`config.mk`:
```
export PLATFORM = sky130hd
export DESIGN_NAME = fetch_top
export DESIGN_NICKNAME = d
export VERILOG_FILES = /design/src/fetch_pkg.sv /design/src/fetch_top.sv /design/src/fetch_stage.sv /design/src/fetch_pc_select.sv /design/src/fetch_mem_port.sv
export SDC_FILE = /design/constraint.sdc
export NUM_CORES = 1
export LEC_CHECK = 0
export BUFFER_PORTS_ARGS = -buffer_cell sky130_fd_sc_hd__buf_2
export CAP_MARGIN = 20
export CORE_UTILIZATION = 45
export CTS_CLUSTER_DIAMETER = 50
export DETAILED_ROUTE_END_ITERATION = 10
export MAX_ROUTING_LAYER = met4
export PLACE_DENSITY = 0.82
export RECOVER_POWER = 50
export SLEW_MARGIN = 20
export SYNTH_ARGS = -nofsm -noshare
export SYNTH_HDL_FRONTEND = slang
export SYNTH_SLANG_ARGS = --single-unit
```
`constraint.sdc`:
```
create_clock -name clk -period 12.21 [get_ports clk]
set_input_delay 1.221 -clock clk [delete_from_list [all_inputs] [get_ports clk]]
set_output_delay 1.221 -clock clk [all_outputs]
set_load 0.02 [all_outputs]
```
`src/fetch_pkg.sv`:
```
// shared types for the instruction fetch stage
// instruction set is RV32 with the compressed extension, so widths are fixed at 32 bits
// exception vectors live in a 32-byte block selected by boot_addr[31:5]

package fetch_pkg;

  //////////////////////////////////////////////////////////////////////
  // next pc selection
  //////////////////////////////////////////////////////////////////////

  typedef enum logic [2:0] {
    PC_BOOT,
    PC_INCR,
    PC_JUMP,
    PC_BRANCH,
    PC_EXCEPTION,
    PC_ERET
  } pc_sel_e;

  // kind of control transfer sitting in ID or EX
  typedef enum logic [1:0] {
    JUMP_NONE,
    JUMP_JAL,
    JUMP_JALR,
    JUMP_COND
  } jump_kind_e;

  // picks the vector inside the exception block
  typedef enum logic [1:0] {
    EXC_RESET,
    EXC_ILLINSN,
    EXC_IRQ,
    EXC_IRQ_NM
  } exc_cause_e;

  // vector offsets inside the 32-byte block
  localparam logic [4:0] EXC_OFF_RST     = 5'h00;
  localparam logic [4:0] EXC_OFF_ILLINSN = 5'h08;
  localparam logic [4:0] EXC_OFF_IRQ     = 5'h10;
  localparam logic [4:0] EXC_OFF_IRQ_NM  = 5'h18;

  //////////////////////////////////////////////////////////////////////
  // bundles
  //////////////////////////////////////////////////////////////////////

  // everything from ID, EX and the controller that can move fetch
  typedef struct packed {
    pc_sel_e     pc_sel;
    jump_kind_e  jump_in_id;
    jump_kind_e  jump_in_ex;
    logic        branch_taken;
    logic [31:0] jump_target_id;
    logic [31:0] jump_target_ex;
    exc_cause_e  exc_cause;
    logic [31:0] epc;
  } redirect_t;

  // IF/ID pipeline register contents
  typedef struct packed {
    logic        id_valid;
    logic [31:0] instr;
    logic [31:0] pc;
  } if_id_t;

  // offset FSM, tracks where the next instruction starts in the fetched word
  typedef enum logic [3:0] {
    IDLE,
    WAIT_ALIGNED,
    VALID_ALIGNED,
    UNALIGNED_16,
    WAIT_UNALIGNED_32,
    VALID_UNALIGNED_32,
    WAIT_JUMPED_ALIGNED,
    VALID_JUMPED_ALIGNED,
    WAIT_JUMPED_UNALIGNED,
    VALID_JUMPED_UNALIGNED
  } offset_state_e;

endpackage
```
`src/fetch_top.sv`:
```
// top level of the fetch stage, pins map one to one onto fetch_stage
// decode and execute live outside, their controls arrive on redirect_i
`timescale 1ns/1ps

module fetch_top (
  input  logic                 clk,
  input  logic                 rst_n,
  input  logic [31:0]          boot_addr_i,
  // pipeline control
  input  logic                 req_i,
  input  logic                 stall_if_i,
  input  logic                 stall_id_i,
  input  fetch_pkg::redirect_t redirect_i,
  // to decode
  output logic                 valid_o,
  output logic [31:0]          pc_if_o,
  output fetch_pkg::if_id_t    if_id_o,
  output logic                 busy_o,
  // instruction memory
  output logic                 instr_req_o,
  output logic [31:0]          instr_addr_o,
  input  logic                 instr_gnt_i,
  input  logic                 instr_rvalid_i,
  input  logic [31:0]          instr_rdata_i
);

  fetch_stage u_fetch_stage (
    .clk            (clk),
    .rst_n          (rst_n),
    .boot_addr_i    (boot_addr_i),
    .req_i          (req_i),
    .stall_if_i     (stall_if_i),
    .stall_id_i     (stall_id_i),
    .redirect_i     (redirect_i),
    .valid_o        (valid_o),
    .pc_if_o        (pc_if_o),
    .if_id_o        (if_id_o),
    .busy_o         (busy_o),
    .instr_req_o    (instr_req_o),
    .instr_addr_o   (instr_addr_o),
    .instr_gnt_i    (instr_gnt_i),
    .instr_rvalid_i (instr_rvalid_i),
    .instr_rdata_i  (instr_rdata_i)
  );

endmodule

```
`src/fetch_stage.sv`:
```
// instruction fetch stage with realignment of 16-bit and crossword 32-bit instructions
// a redirect is taken only when stall_id_i is low, a taken branch in EX wins over ID
// the instruction sitting in IF when a redirect is taken is dropped, not passed to ID
// IF/ID loads on every edge with stall_id_i low
`timescale 1ns/1ps

module fetch_stage (
  input  logic                 clk,
  input  logic                 rst_n,
  input  logic [31:0]          boot_addr_i,
  // pipeline control
  input  logic                 req_i,
  input  logic                 stall_if_i,
  input  logic                 stall_id_i,
  input  fetch_pkg::redirect_t redirect_i,
  // to decode
  output logic                 valid_o,
  output logic [31:0]          pc_if_o,
  output fetch_pkg::if_id_t    if_id_o,
  output logic                 busy_o,
  // instruction memory
  output logic                 instr_req_o,
  output logic [31:0]          instr_addr_o,
  input  logic                 instr_gnt_i,
  input  logic                 instr_rvalid_i,
  input  logic [31:0]          instr_rdata_i
);
  import fetch_pkg::*;

  offset_state_e state_q, state_d;
  redirect_t     redirect_sel;

  logic        fetch_req;
  logic        fetch_valid;
  logic [31:0] fetch_addr;
  logic [31:0] fetch_rdata;
  logic [31:0] last_addr;
  // word address before last_addr, start of a crossword instruction
  logic [31:0] prev_addr_q;
  // upper halfword of the previous word
  logic [15:0] half_q;

  logic [1:0]  is_compressed;
  logic        unaligned;
  logic        crossword;
  logic        target_unaligned;
  logic        branch_taken;
  logic        jump_taken;
  logic        redirect_taken;
  logic        instr_taken;
  logic [31:0] instr_int;

  logic        id_valid_q;
  logic [31:0] id_instr_q;
  logic [31:0] id_pc_q;

  //////////////////////////////////////////////////////////////////////
  // redirect detection and next pc
  //////////////////////////////////////////////////////////////////////

  assign branch_taken = !stall_id_i && (redirect_i.jump_in_ex == JUMP_COND) &&
                        redirect_i.branch_taken;
  assign jump_taken   = !stall_id_i && ((redirect_i.jump_in_id == JUMP_JAL) ||
                                        (redirect_i.jump_in_id == JUMP_JALR));
  assign redirect_taken = branch_taken || jump_taken;

  // select is forced from what was taken, only exception and eret pass through
  always_comb begin
    redirect_sel = redirect_i;
    if (branch_taken) begin
      redirect_sel.pc_sel = PC_BRANCH;
    end else if (jump_taken) begin
      if ((redirect_i.pc_sel != PC_EXCEPTION) && (redirect_i.pc_sel != PC_ERET)) begin
        redirect_sel.pc_sel = PC_JUMP;
      end
    end else if (state_q == IDLE) begin
      redirect_sel.pc_sel = PC_BOOT;
    end else begin
      redirect_sel.pc_sel = PC_INCR;
    end
  end

  fetch_pc_select u_pc_select (
    .boot_addr_i        (boot_addr_i),
    .redirect_i         (redirect_sel),
    .last_addr_i        (last_addr),
    .next_addr_o        (fetch_addr),
    .target_unaligned_o (target_unaligned)
  );

  fetch_mem_port u_mem_port (
    .clk            (clk),
    .rst_n          (rst_n),
    .fetch_req_i    (fetch_req),
    .fetch_addr_i   (fetch_addr),
    .fetch_valid_o  (fetch_valid),
    .fetch_rdata_o  (fetch_rdata),
    .last_addr_o    (last_addr),
    .instr_req_o    (instr_req_o),
    .instr_addr_o   (instr_addr_o),
    .instr_gnt_i    (instr_gnt_i),
    .instr_rvalid_i (instr_rvalid_i),
    .instr_rdata_i  (instr_rdata_i)
  );

  // low two bits not both set means 16-bit
  assign is_compressed[0] = (fetch_rdata[1:0] != 2'b11);
  assign is_compressed[1] = (fetch_rdata[17:16] != 2'b11);

  // IF instruction moves on, unless a redirect throws it away
  assign instr_taken = valid_o && req_i && !stall_if_i && !redirect_taken;

  //////////////////////////////////////////////////////////////////////
  // offset FSM
  //////////////////////////////////////////////////////////////////////

  always_comb begin
    state_d   = state_q;
    fetch_req = 1'b0;
    valid_o   = 1'b0;
    unaligned = 1'b0;
    crossword = 1'b0;

    case (state_q)
      // nothing fetched yet, first request goes to the boot vector
      IDLE: begin
        if (req_i) begin
          fetch_req = 1'b1;
          state_d   = WAIT_JUMPED_ALIGNED;
        end
      end

      // instruction at word start, size unknown until data is back
      WAIT_ALIGNED, VALID_ALIGNED, WAIT_JUMPED_ALIGNED, VALID_JUMPED_ALIGNED: begin
        if (fetch_valid || (state_q == VALID_ALIGNED) || (state_q == VALID_JUMPED_ALIGNED)) begin
          valid_o = 1'b1;
          if ((state_q == WAIT_ALIGNED) || (state_q == VALID_ALIGNED)) begin
            state_d = VALID_ALIGNED;
          end else begin
            state_d = VALID_JUMPED_ALIGNED;
          end
          if (req_i && !stall_if_i) begin
            if (!is_compressed[0]) begin
              // 32-bit, next one starts the following word
              fetch_req = 1'b1;
              state_d   = WAIT_ALIGNED;
            end else if (is_compressed[1]) begin
              // upper half is another 16-bit one, already here
              state_d = UNALIGNED_16;
            end else begin
              // upper half starts a crossword 32-bit, go get its top
              fetch_req = 1'b1;
              state_d   = WAIT_UNALIGNED_32;
            end
          end
        end
      end

      // 16-bit in the upper half of the current word, no memory access
      UNALIGNED_16: begin
        unaligned = 1'b1;
        valid_o   = 1'b1;
        if (req_i && !stall_if_i) begin
          fetch_req = 1'b1;
          state_d   = WAIT_ALIGNED;
        end
      end

      // crossword 32-bit, low half buffered, top half in the new word
      WAIT_UNALIGNED_32, VALID_UNALIGNED_32: begin
        unaligned = 1'b1;
        crossword = 1'b1;
        if (fetch_valid || (state_q == VALID_UNALIGNED_32)) begin
          valid_o = 1'b1;
          state_d = VALID_UNALIGNED_32;
          if (req_i && !stall_if_i) begin
            if (is_compressed[1]) begin
              state_d = UNALIGNED_16;
            end else begin
              fetch_req = 1'b1;
              state_d   = WAIT_UNALIGNED_32;
            end
          end
        end
      end

      // jumped to a halfword, lower half of the word is not ours
      WAIT_JUMPED_UNALIGNED, VALID_JUMPED_UNALIGNED: begin
        unaligned = 1'b1;
        if (fetch_valid || (state_q == VALID_JUMPED_UNALIGNED)) begin
          state_d = VALID_JUMPED_UNALIGNED;
          if (is_compressed[1]) begin
            valid_o = 1'b1;
            if (req_i && !stall_if_i) begin
              fetch_req = 1'b1;
              state_d   = WAIT_ALIGNED;
            end
          end else begin
            // 32-bit, fetch the top half regardless of stalls
            fetch_req = 1'b1;
            state_d   = WAIT_UNALIGNED_32;
          end
        end
      end

      default: begin
        state_d = IDLE;
      end
    endcase

    // redirects override whatever the FSM planned
    if (redirect_taken) begin
      fetch_req = 1'b1;
      state_d   = target_unaligned ? WAIT_JUMPED_UNALIGNED : WAIT_JUMPED_ALIGNED;
    end
  end

  always_ff @(posedge clk or negedge rst_n) begin
    if (!rst_n) begin
      state_q <= IDLE;
    end else begin
      state_q <= state_d;
    end
  end

  // word history, shifts on every accepted fetch
  always_ff @(posedge clk) begin
    if (fetch_req) begin
      half_q      <= fetch_rdata[31:16];
      prev_addr_q <= last_addr;
    end
  end

  // busy until an instruction is ready, or while the bus is requesting
  assign busy_o = !((state_q == IDLE) || (state_q == VALID_ALIGNED) ||
                    (state_q == VALID_JUMPED_ALIGNED) || (state_q == VALID_JUMPED_UNALIGNED) ||
                    (state_q == VALID_UNALIGNED_32) || (state_q == UNALIGNED_16)) ||
                  instr_req_o;

  //////////////////////////////////////////////////////////////////////
  // realignment and IF/ID register
  //////////////////////////////////////////////////////////////////////

  always_comb begin
    instr_int = fetch_rdata;
    pc_if_o   = {last_addr[31:2], 2'b00};
    if (unaligned) begin
      if (crossword) begin
        instr_int = {fetch_rdata[15:0], half_q};
        pc_if_o   = {prev_addr_q[31:2], 2'b10};
      end else begin
        // only the low 16 bits matter for a compressed instruction
        instr_int = {fetch_rdata[15:0], fetch_rdata[31:16]};
        pc_if_o   = {last_addr[31:2], 2'b10};
      end
    end
  end

  always_ff @(posedge clk or negedge rst_n) begin
    if (!rst_n) begin
      id_valid_q <= 1'b0;
    end else if (!stall_id_i) begin
      id_valid_q <= instr_taken;
    end
  end

  always_ff @(posedge clk) begin
    if (!stall_id_i) begin
      id_instr_q <= instr_int;
      id_pc_q    <= pc_if_o;
    end
  end

  assign if_id_o = '{id_valid: id_valid_q, instr: id_instr_q, pc: id_pc_q};

endmodule

```
`src/fetch_pc_select.sv`:
```
// next fetch address, purely combinational
// every output address is word aligned, bit 1 of the real target goes out separately
// last_addr_i is expected to be word aligned already
`timescale 1ns/1ps

module fetch_pc_select (
  input  logic [31:0]          boot_addr_i,
  input  fetch_pkg::redirect_t redirect_i,
  input  logic [31:0]          last_addr_i,
  output logic [31:0]          next_addr_o,
  output logic                 target_unaligned_o
);
  import fetch_pkg::*;

  logic [4:0]  exc_off;
  logic [31:0] exc_pc;
  logic [31:0] boot_pc;

  // exception vector offset from the cause
  always_comb begin
    case (redirect_i.exc_cause)
      EXC_ILLINSN: exc_off = EXC_OFF_ILLINSN;
      EXC_IRQ:     exc_off = EXC_OFF_IRQ;
      EXC_IRQ_NM:  exc_off = EXC_OFF_IRQ_NM;
      default:     exc_off = EXC_OFF_RST;
    endcase
  end

  // vector block is picked by the upper bits of the boot address
  assign exc_pc  = {boot_addr_i[31:5], exc_off};
  assign boot_pc = {boot_addr_i[31:5], EXC_OFF_RST};

  //////////////////////////////////////////////////////////////////////
  // address mux
  //////////////////////////////////////////////////////////////////////

  always_comb begin
    case (redirect_i.pc_sel)
      PC_BOOT:      next_addr_o = boot_pc;
      PC_INCR:      next_addr_o = last_addr_i + 32'd4;
      // jump targets may point at a halfword, fetch the word holding it
      PC_JUMP:      next_addr_o = {redirect_i.jump_target_id[31:2], 2'b00};
      PC_BRANCH:    next_addr_o = {redirect_i.jump_target_ex[31:2], 2'b00};
      PC_EXCEPTION: next_addr_o = exc_pc;
      PC_ERET:      next_addr_o = {redirect_i.epc[31:2], 2'b00};
      // unused encodings restart from boot
      default:      next_addr_o = boot_pc;
    endcase
  end

  // halfword target, stage enters the unaligned jump states
  always_comb begin
    case (redirect_i.pc_sel)
      PC_JUMP:   target_unaligned_o = redirect_i.jump_target_id[1];
      PC_BRANCH: target_unaligned_o = redirect_i.jump_target_ex[1];
      PC_ERET:   target_unaligned_o = redirect_i.epc[1];
      // boot, increment and vectors are always word aligned
      default:   target_unaligned_o = 1'b0;
    endcase
  end

endmodule

```
`src/fetch_mem_port.sv`:
```
// request/grant/read-valid port to instruction memory, one read outstanding at most
// addr and req stay stable until grant, so a strobe that arrives while the port is busy
// is queued and goes out after the old read drains, one cycle late
// responses of superseded reads are swallowed, never reported on fetch_valid_o
`timescale 1ns/1ps

module fetch_mem_port (
  input  logic        clk,
  input  logic        rst_n,
  // stage side
  input  logic        fetch_req_i,
  input  logic [31:0] fetch_addr_i,
  output logic        fetch_valid_o,
  output logic [31:0] fetch_rdata_o,
  output logic [31:0] last_addr_o,
  // memory side
  output logic        instr_req_o,
  output logic [31:0] instr_addr_o,
  input  logic        instr_gnt_i,
  input  logic        instr_rvalid_i,
  input  logic [31:0] instr_rdata_i
);

  typedef enum logic [1:0] {
    PORT_IDLE,
    PORT_WAIT_GNT,
    PORT_WAIT_RVALID
  } port_state_e;

  port_state_e state_q, state_d;
  // address driven while waiting for grant
  logic [31:0] addr_q, addr_d;
  // strobe that came in while busy
  logic [31:0] pend_addr_q, pend_addr_d;
  logic        pend_q, pend_d;
  // outstanding read still belongs to the newest strobe
  logic        live_q, live_d;
  logic [31:0] rdata_q;
  logic [31:0] last_addr_q;
  logic        read_done;
  logic        port_free;

  assign read_done     = (state_q == PORT_WAIT_RVALID) && instr_rvalid_i;
  // no read in flight after this cycle's edge unless a new one is issued
  assign port_free     = (state_q == PORT_IDLE) || read_done;
  assign fetch_valid_o = read_done && live_q;
  // hold the last good word so the stage can keep working on it
  assign fetch_rdata_o = fetch_valid_o ? instr_rdata_i : rdata_q;
  assign last_addr_o   = last_addr_q;

  always_comb begin
    state_d     = state_q;
    addr_d      = addr_q;
    pend_addr_d = pend_addr_q;
    pend_d      = pend_q;
    live_d      = live_q;
    instr_req_o  = (state_q == PORT_WAIT_GNT);
    instr_addr_o = addr_q;

    if (port_free) begin
      if (fetch_req_i) begin
        // fresh strobe goes straight onto the bus, same cycle
        instr_req_o  = 1'b1;
        instr_addr_o = fetch_addr_i;
        addr_d       = fetch_addr_i;
        live_d       = 1'b1;
        pend_d       = 1'b0;
        state_d      = instr_gnt_i ? PORT_WAIT_RVALID : PORT_WAIT_GNT;
      end else if (pend_q) begin
        // queued strobe, request rises next cycle
        addr_d  = pend_addr_q;
        live_d  = 1'b1;
        pend_d  = 1'b0;
        state_d = PORT_WAIT_GNT;
      end else begin
        state_d = PORT_IDLE;
      end
    end else begin
      // busy, a new strobe kills the current read and waits its turn
      if (fetch_req_i) begin
        live_d      = 1'b0;
        pend_d      = 1'b1;
        pend_addr_d = fetch_addr_i;
      end
      if ((state_q == PORT_WAIT_GNT) && instr_gnt_i) begin
        state_d = PORT_WAIT_RVALID;
      end
    end
  end

  always_ff @(posedge clk or negedge rst_n) begin
    if (!rst_n) begin
      state_q     <= PORT_IDLE;
      pend_q      <= 1'b0;
      live_q      <= 1'b0;
      last_addr_q <= 32'h0;
    end else begin
      state_q <= state_d;
      pend_q  <= pend_d;
      live_q  <= live_d;
      if (fetch_req_i) begin
        last_addr_q <= fetch_addr_i;
      end
    end
  end

  always_ff @(posedge clk) begin
    addr_q      <= addr_d;
    pend_addr_q <= pend_addr_d;
    if (fetch_valid_o) begin
      rdata_q <= instr_rdata_i;
    end
  end

endmodule

```
==> metrics, run 1 <==
status=complete, but fails checks; failing checks=capacitance limit, slew limit; clk sinks=246; Slew @ Worst Pin=4220 ps; die area=26600 um^2; vias in the first global route=8942; # hold bufs at CTS=0; Main synth FF type=edfxtp_1; CTS tree=yes; initial antenna violation count=4; post-CTS setup buffers=0; distinct cell type count of the synthesized netlist=66; Min-Delay Path Class=reg2reg; Hold Vio Cnt, Final=0; RSZ-0062 raised after global routing=no; cell taking the most area after synthesis=edfxtp_1; Global Route Usage Sum=25.5%; sequential fraction of the synthesis area=58.7%; crit start category=primary input; Mapped Area=11700 um^2; ys async rst share=16.7%; HPWL Detailed=22800 um; Hold Path Depth=2; Worst Path Arrival=6790 ps; Layout Utilization=57.0%; final period utilization=65.6%; Setup crit end kind=primary output; max_cap viols=5; Pleak=5.84 nW; Max VDD drop=202 uV; required time worst endpoint=10990 ps; root buf cell=clkbuf_16; 1st-iter DRT viols=927; I/O Buffers=298; DR DRC count=0; Seq. cell area=6860 um^2; Inserted Clock Buffers=34; DR vias=9242; Yosys reg bits=246; R2R cell count=9; wire length per cell=20.6 um; Site Rows=58; Initial Utilization=46.1%; Final ANT Viol Nets=0; area of the multi-input gates=4450 um^2; Clock Path Buffers=3; clock-pin slew on the worst setup and hold paths=50 ps; Final nets=1430; final WL=33300 um; Worst-Skew Late Latency=510 ps; H-Tree Depth=2; post-synthesis cell count=967; drt pass-1 iters=6; CORE AREA=25300 um^2; power per cell area=291 nW/um^2; Chip Width=163 um; final setup vio count=0; synthesized area per cell=12.1 um^2; Fillers=2145; DR vias/cell=5.74; Fmax=125 MHz; Max-Slew Margin vs Limit=-181%; min Tclk post-route=8010 ps; largest net degree at the start of global routing=68; PostCTS Resize Cnt=0; crit path kind=in2out; TNS Setup=0 ps; critical-path maximum fanout=67; routability cong.=0.886; clk_skew=23.9 ps; layout cell share with drive strength beyond 1=31.2%; post-synth top area share=44.5%; Synth area leaders=edfxtp_1 (44%), mux2_2 (11%), dfrtp_1 (8.8%); first-pass GRT wire length=50100 um; gr ovfl total=0; Slew Limit Fails=246; Chip Height=163 um; yosys warns=0; ports placed on the boundary=309; P&R area growth vs syn=23.7%; Post-synth EDFFs=173
[placed cells by master, fill, tap and decap left out, drive strengths merged, types with 9 or more instances in the layout]
cell type	netlist	final
nor3	14	14
a221o	17	17
dfrtp	41	41
clkbuf	42	113
inv	25	29
clkinv	0	9
dfxtp	32	32
a21oi	56	56
edfxtp	173	173
a221oi	21	21
nand3	50	50
mux2	118	118
o21ai	36	36
mux2i	19	19
buf	22	241
xnor2	20	20
nor2	54	54
nand2	104	104
[metal layers]
metal | vias to the layer above | GRT usage, % | wire, um
li1 | 4224 | - | -
met1 | 4463 | 32.7 | 13800
met2 | 489 | 40.5 | 15900
met3 | 66 | 4.70 | 2720
met4 | 0 | 9.43 | 924
met5 | - | - | 0
[kinds of logic after synthesis]
logic type,Yosys count,synth area share (%)
and+or+nand+nor,283,11.5
buffers and inverters,89,3.45
DFF,246,58.7
other,1,0.0321
AOI/OAI and AO/OA,182,11.1
adders and majority gates,2,0.193
xor gates and xnor gates,27,2.02
muxes,137,13.0
[area by class of cell]
cell class	instances	area share, %
timing repair buffer	312	10.3
clock buffer	42	6.24
multi-input combinational	633	30.8
inverter	25	0.667
clock inverter	19	1.54
tap	330	2.86
antenna	4	0.0693
sequential	246	47.5
[through the flow]
stage          setup slack (ps)  area, um^2  power, mW  instances  hold WS [ps]
6_report                   4200       14400       4.20       1611           474
5_1_grt                    3840       14400       4.42       1611           498
4_1_cts                    6830       14500       4.25       1607           474
3_5_place_dp               6860       13400       3.27       1546           464
3_3_place_gp               6920       13400       3.21       1545           454
2_1_floorplan              6530       11700       2.72        968           423
[power by group]
group / internal, mW / leakage [nW] / switching, mW
clock: 0.583 / 0.532 / 0.384
combinational: 0.600 / 2.85 / 1.04
sequential: 1.39 / 2.46 / 0.204
total: 2.57 / 5.84 / 1.63
[critical path, stage by stage]
cell,delay [ps]
clkbuf_1,240
clkinv_1,120
clkbuf_1,2950
a211oi_1,920
a222oi_1,640
nand3_1,210
mux2_2,310
buf_2,160
[synth_stat cells (all sizes together) (8+ instances only)]
library cell    n
nor3           14
dfrtp          41
nor2           54
a22o            8
mux2i          19
a221oi         21
nand3          50
xnor2          20
a221o          17
buf            22
mux2          118
a21oi          56
nand2         104
dfxtp          32
o21ai          36
edfxtp        173
clkbuf         42
inv            25
and2            8
and3            8
nand4           8
[path summary, 6_finish.rpt]
path	start	to	slack, ps
max	stall_id_i	instr_addr_o[7]	4200
min	u_fetch_stage.u_mem_port.rdata_q[7]	u_fetch_stage.u_mem_port.rdata_q[7]	470
max reg2reg	u_fetch_stage.u_mem_port.state_q[0]	u_fetch_stage.u_mem_port.addr_q[4]	6930
min reg2reg	u_fetch_stage.u_mem_port.rdata_q[7]	u_fetch_stage.u_mem_port.rdata_q[7]	470
max in group asynchronous	rst_n	u_fetch_stage.u_mem_port.live_q	9090
min in group asynchronous	rst_n	u_fetch_stage.u_mem_port.last_addr_o[5]	1610
[sequential cells by signal, indices dropped and copies added, names as in the netlist, 4 cells and up]
register / cells
u_fetch_stage.u_mem_port.addr_q: 32
u_fetch_stage.id_instr_q: 32
u_fetch_stage.prev_addr_q: 30
u_fetch_stage.state_q: 4
u_fetch_stage.half_q: 16
u_fetch_stage.u_mem_port.last_addr_o: 32
u_fetch_stage.u_mem_port.rdata_q: 32
u_fetch_stage.u_mem_port.pend_addr_q: 32
u_fetch_stage.id_pc_q: 31
No activity file was read; power rests on OpenSTA's default activity.
==> run 2, diff against run 1 <==
--- a/config.mk
+++ b/config.mk
@@ -11,7 +11,7 @@
 export CTS_CLUSTER_DIAMETER = 50
 export DETAILED_ROUTE_END_ITERATION = 10
 export MAX_ROUTING_LAYER = met4
-export PLACE_DENSITY = 0.82
+export PLACE_DENSITY = 0.85
 export RECOVER_POWER = 50
 export SLEW_MARGIN = 20
 export SYNTH_ARGS = -nofsm -noshare
==> constraint.sdc (replaced) <==
create_clock -name clk -period 6.9 [get_ports clk]
set_input_delay 0.69 -clock clk [delete_from_list [all_inputs] [get_ports clk]]
set_output_delay 0.69 -clock clk [all_outputs]
set_load 0.02 [all_outputs]
==> run 2 against run 1 <==
- the flow still finishes with violations (capacitance limit, slew limit)
- clock skew up 3.1 ps
- clock-buffer cell count is 5 higher
- worst hold slack worse by 31 ps
- utilization up 0.43 points
- first-iteration DRC count shrank 0.97%
- via count is essentially flat
- flip-flop and latch count unchanged
- critical endpoint is now instr_addr_o[30]
- highest routed layer unchanged
==> metrics, run 2 (synthesized netlist as in run 1, its figures left out) <==
Inst Count DP=1544 (-0.13%); root buf cell=clkbuf_16; RSZ-0062 raised after global routing=no; ports placed on the boundary=309 (unchanged); layout cell share with drive strength beyond 1=31.0% (-0.13 points); most frequent cells in the layout=buf_2 (232), edfxtp_1 (173), nand2_1 (104); DR vias/cell=5.71 (-0.42%); wire length per cell=20.5 um (-0.64%); Final ANT Viol Nets=0 (unchanged); Finished Layout Cells=1617 (+0.37%); TNS Setup=0 ps (unchanged); initial antenna violation count=10 (+6); power per cell area=520 nW/um^2 (+79%); reg2reg end=u_fetch_stage.u_mem_port.addr_q[13]; Fillers=2101 (-2.1%); Min-Delay Path Class=in2reg; status=complete, but fails checks; required time worst endpoint=6210 ps (-4780 ps); drt pass-1 iters=5 (-1); crit start category=flip-flop; critical-path maximum fanout=37 (-45%); Pleak=5.89 nW (+0.91%); H-Tree Depth=2 (unchanged); CTS tree=yes; first-pass GRT wire length=49400 um (-1.4%); final WL=33200 um (-0.27%); failing checks=capacitance limit, slew limit; RR Startpoint=u_fetch_stage.u_mem_port.state_q[0]; min Tclk post-route=5380 ps; Setup crit end kind=primary output; final period utilization=78.0%; Clock Path Buffers=3 (unchanged); I/O Buffers=298 (unchanged); Setup crit start=u_fetch_stage.u_mem_port.state_q[0]; DR vias=9237 (-0.054%); Hold Vio Cnt, Final=0 (unchanged); Chip Height=163 um (unchanged); DR DRC count=0 (unchanged); Slew @ Worst Pin=2550 ps (-1670 ps); Post-DP Area=13400 um^2 (-0.11%); pre-CTS WS=2340 ps (-4510 ps); hold_sp=instr_rdata_i[3]; # hold bufs at CTS=0 (unchanged); max_cap viols=3 (-2); Slew Limit Fails=108 (-56%); commonest non-fill, non-tap cell in the layout=buf_2; largest net degree at the start of global routing=73 (+7.4%); Final Worst Setup Slack=1520 ps (-2680 ps); Inserted Clock Buffers=34 (unchanged); Initial Utilization=46.1% (unchanged); clock-pin slew on the worst setup and hold paths=60 ps (about the same); post-CTS setup buffers=0 (unchanged); Max VDD drop=345 uV (+71%); P&R area growth vs syn=24.6%; Max-Slew Margin vs Limit=-70.2% (+110 points); Worst Path Arrival=4690 ps (-2100 ps); R2R cell count=9 (unchanged); Fmax=186 MHz; Worst-Skew Late Latency=510 ps (about the same); CORE AREA=25300 um^2 (unchanged); clk sinks=246 (unchanged); Global Route Usage Sum=25.2% (-0.32 points); Layout Utilization=57.5% (+0.43 points); routability cong.=0.850 (-4.0%); total power=7.57 mW (+80%); die area=26600 um^2 (unchanged); Final nets=1428 (-0.14%); crit path kind=reg2out; gr ovfl total=0 (unchanged); HPWL Detailed=22900 um (+0.54%); 1st-iter DRT viols=918 (-0.97%); Min Hold Slack=443 ps (-31.2 ps); PostCTS Resize Cnt=0 (unchanged); crit path to=instr_addr_o[30]; r2r setup slk=1610 ps (-5320 ps); vias in the first global route=8875 (-0.75%); clk_skew=27.0 ps (+3.12 ps); Site Rows=58 (unchanged); final instance area=14600 um^2 (+0.75%); Chip Width=163 um (unchanged); final setup vio count=0 (unchanged)
==> run 2: per-layer routing <==
metal | wire [um] | vias to the layer above | GRT usage, %
met4 | 1080 | 0 | 9.69
li1 | - | 4231 | -
met1 | 13600 | 4424 | 30.4
met5 | 0 | - | -
met2 | 15700 | 508 | 40.8
met3 | 2830 | 74 | 6.15
==> run 2: final cells by class <==
type	instances	area, um^2	share of cell area (%)
Inverter	25	96.3	0.662
Clock buffer	47	993	6.82
Sequential cell	246	6860	47.1
Tap cell	330	413	2.84
Timing Repair Buffer	310	1490	10.2
Clock inverter	15	225	1.55
Multi-Input combinational cell	633	4450	30.6
Antenna cell	11	27.5	0.189
==> run 2: worst min path at each step <==
stage                     slack [ps]                                      end  cells after the start
after floorplan                  390                 u_fetch_stage.id_valid_q                      0
after global placement           450      u_fetch_stage.u_mem_port.rdata_q[9]                      2
after detailed placement         460      u_fetch_stage.u_mem_port.rdata_q[3]                      2
after CTS                        400  u_fetch_stage.u_mem_port.last_addr_o[3]                      1
after global routing             430      u_fetch_stage.u_mem_port.rdata_q[9]                      3
final                            440      u_fetch_stage.u_mem_port.rdata_q[3]                      3
==> run 2: where the power goes <==
part / internal [mW] / switching [mW] / total, mW
clock network: 1.18 / 0.680 / 1.86
logic: 1.05 / 1.84 / 2.89
registers: 2.46 / 0.363 / 2.82
==> run 2: worst max-delay path: stages (launching register included) <==
cell,delay [ps]
dfrtp_1,400
nand4b_1,130
clkbuf_1,1610
mux2_1,430
a2111o_1,430
o2111ai_4,200
o21ai_4,60
buf_4,310
mux2_1,410
buf_2,170
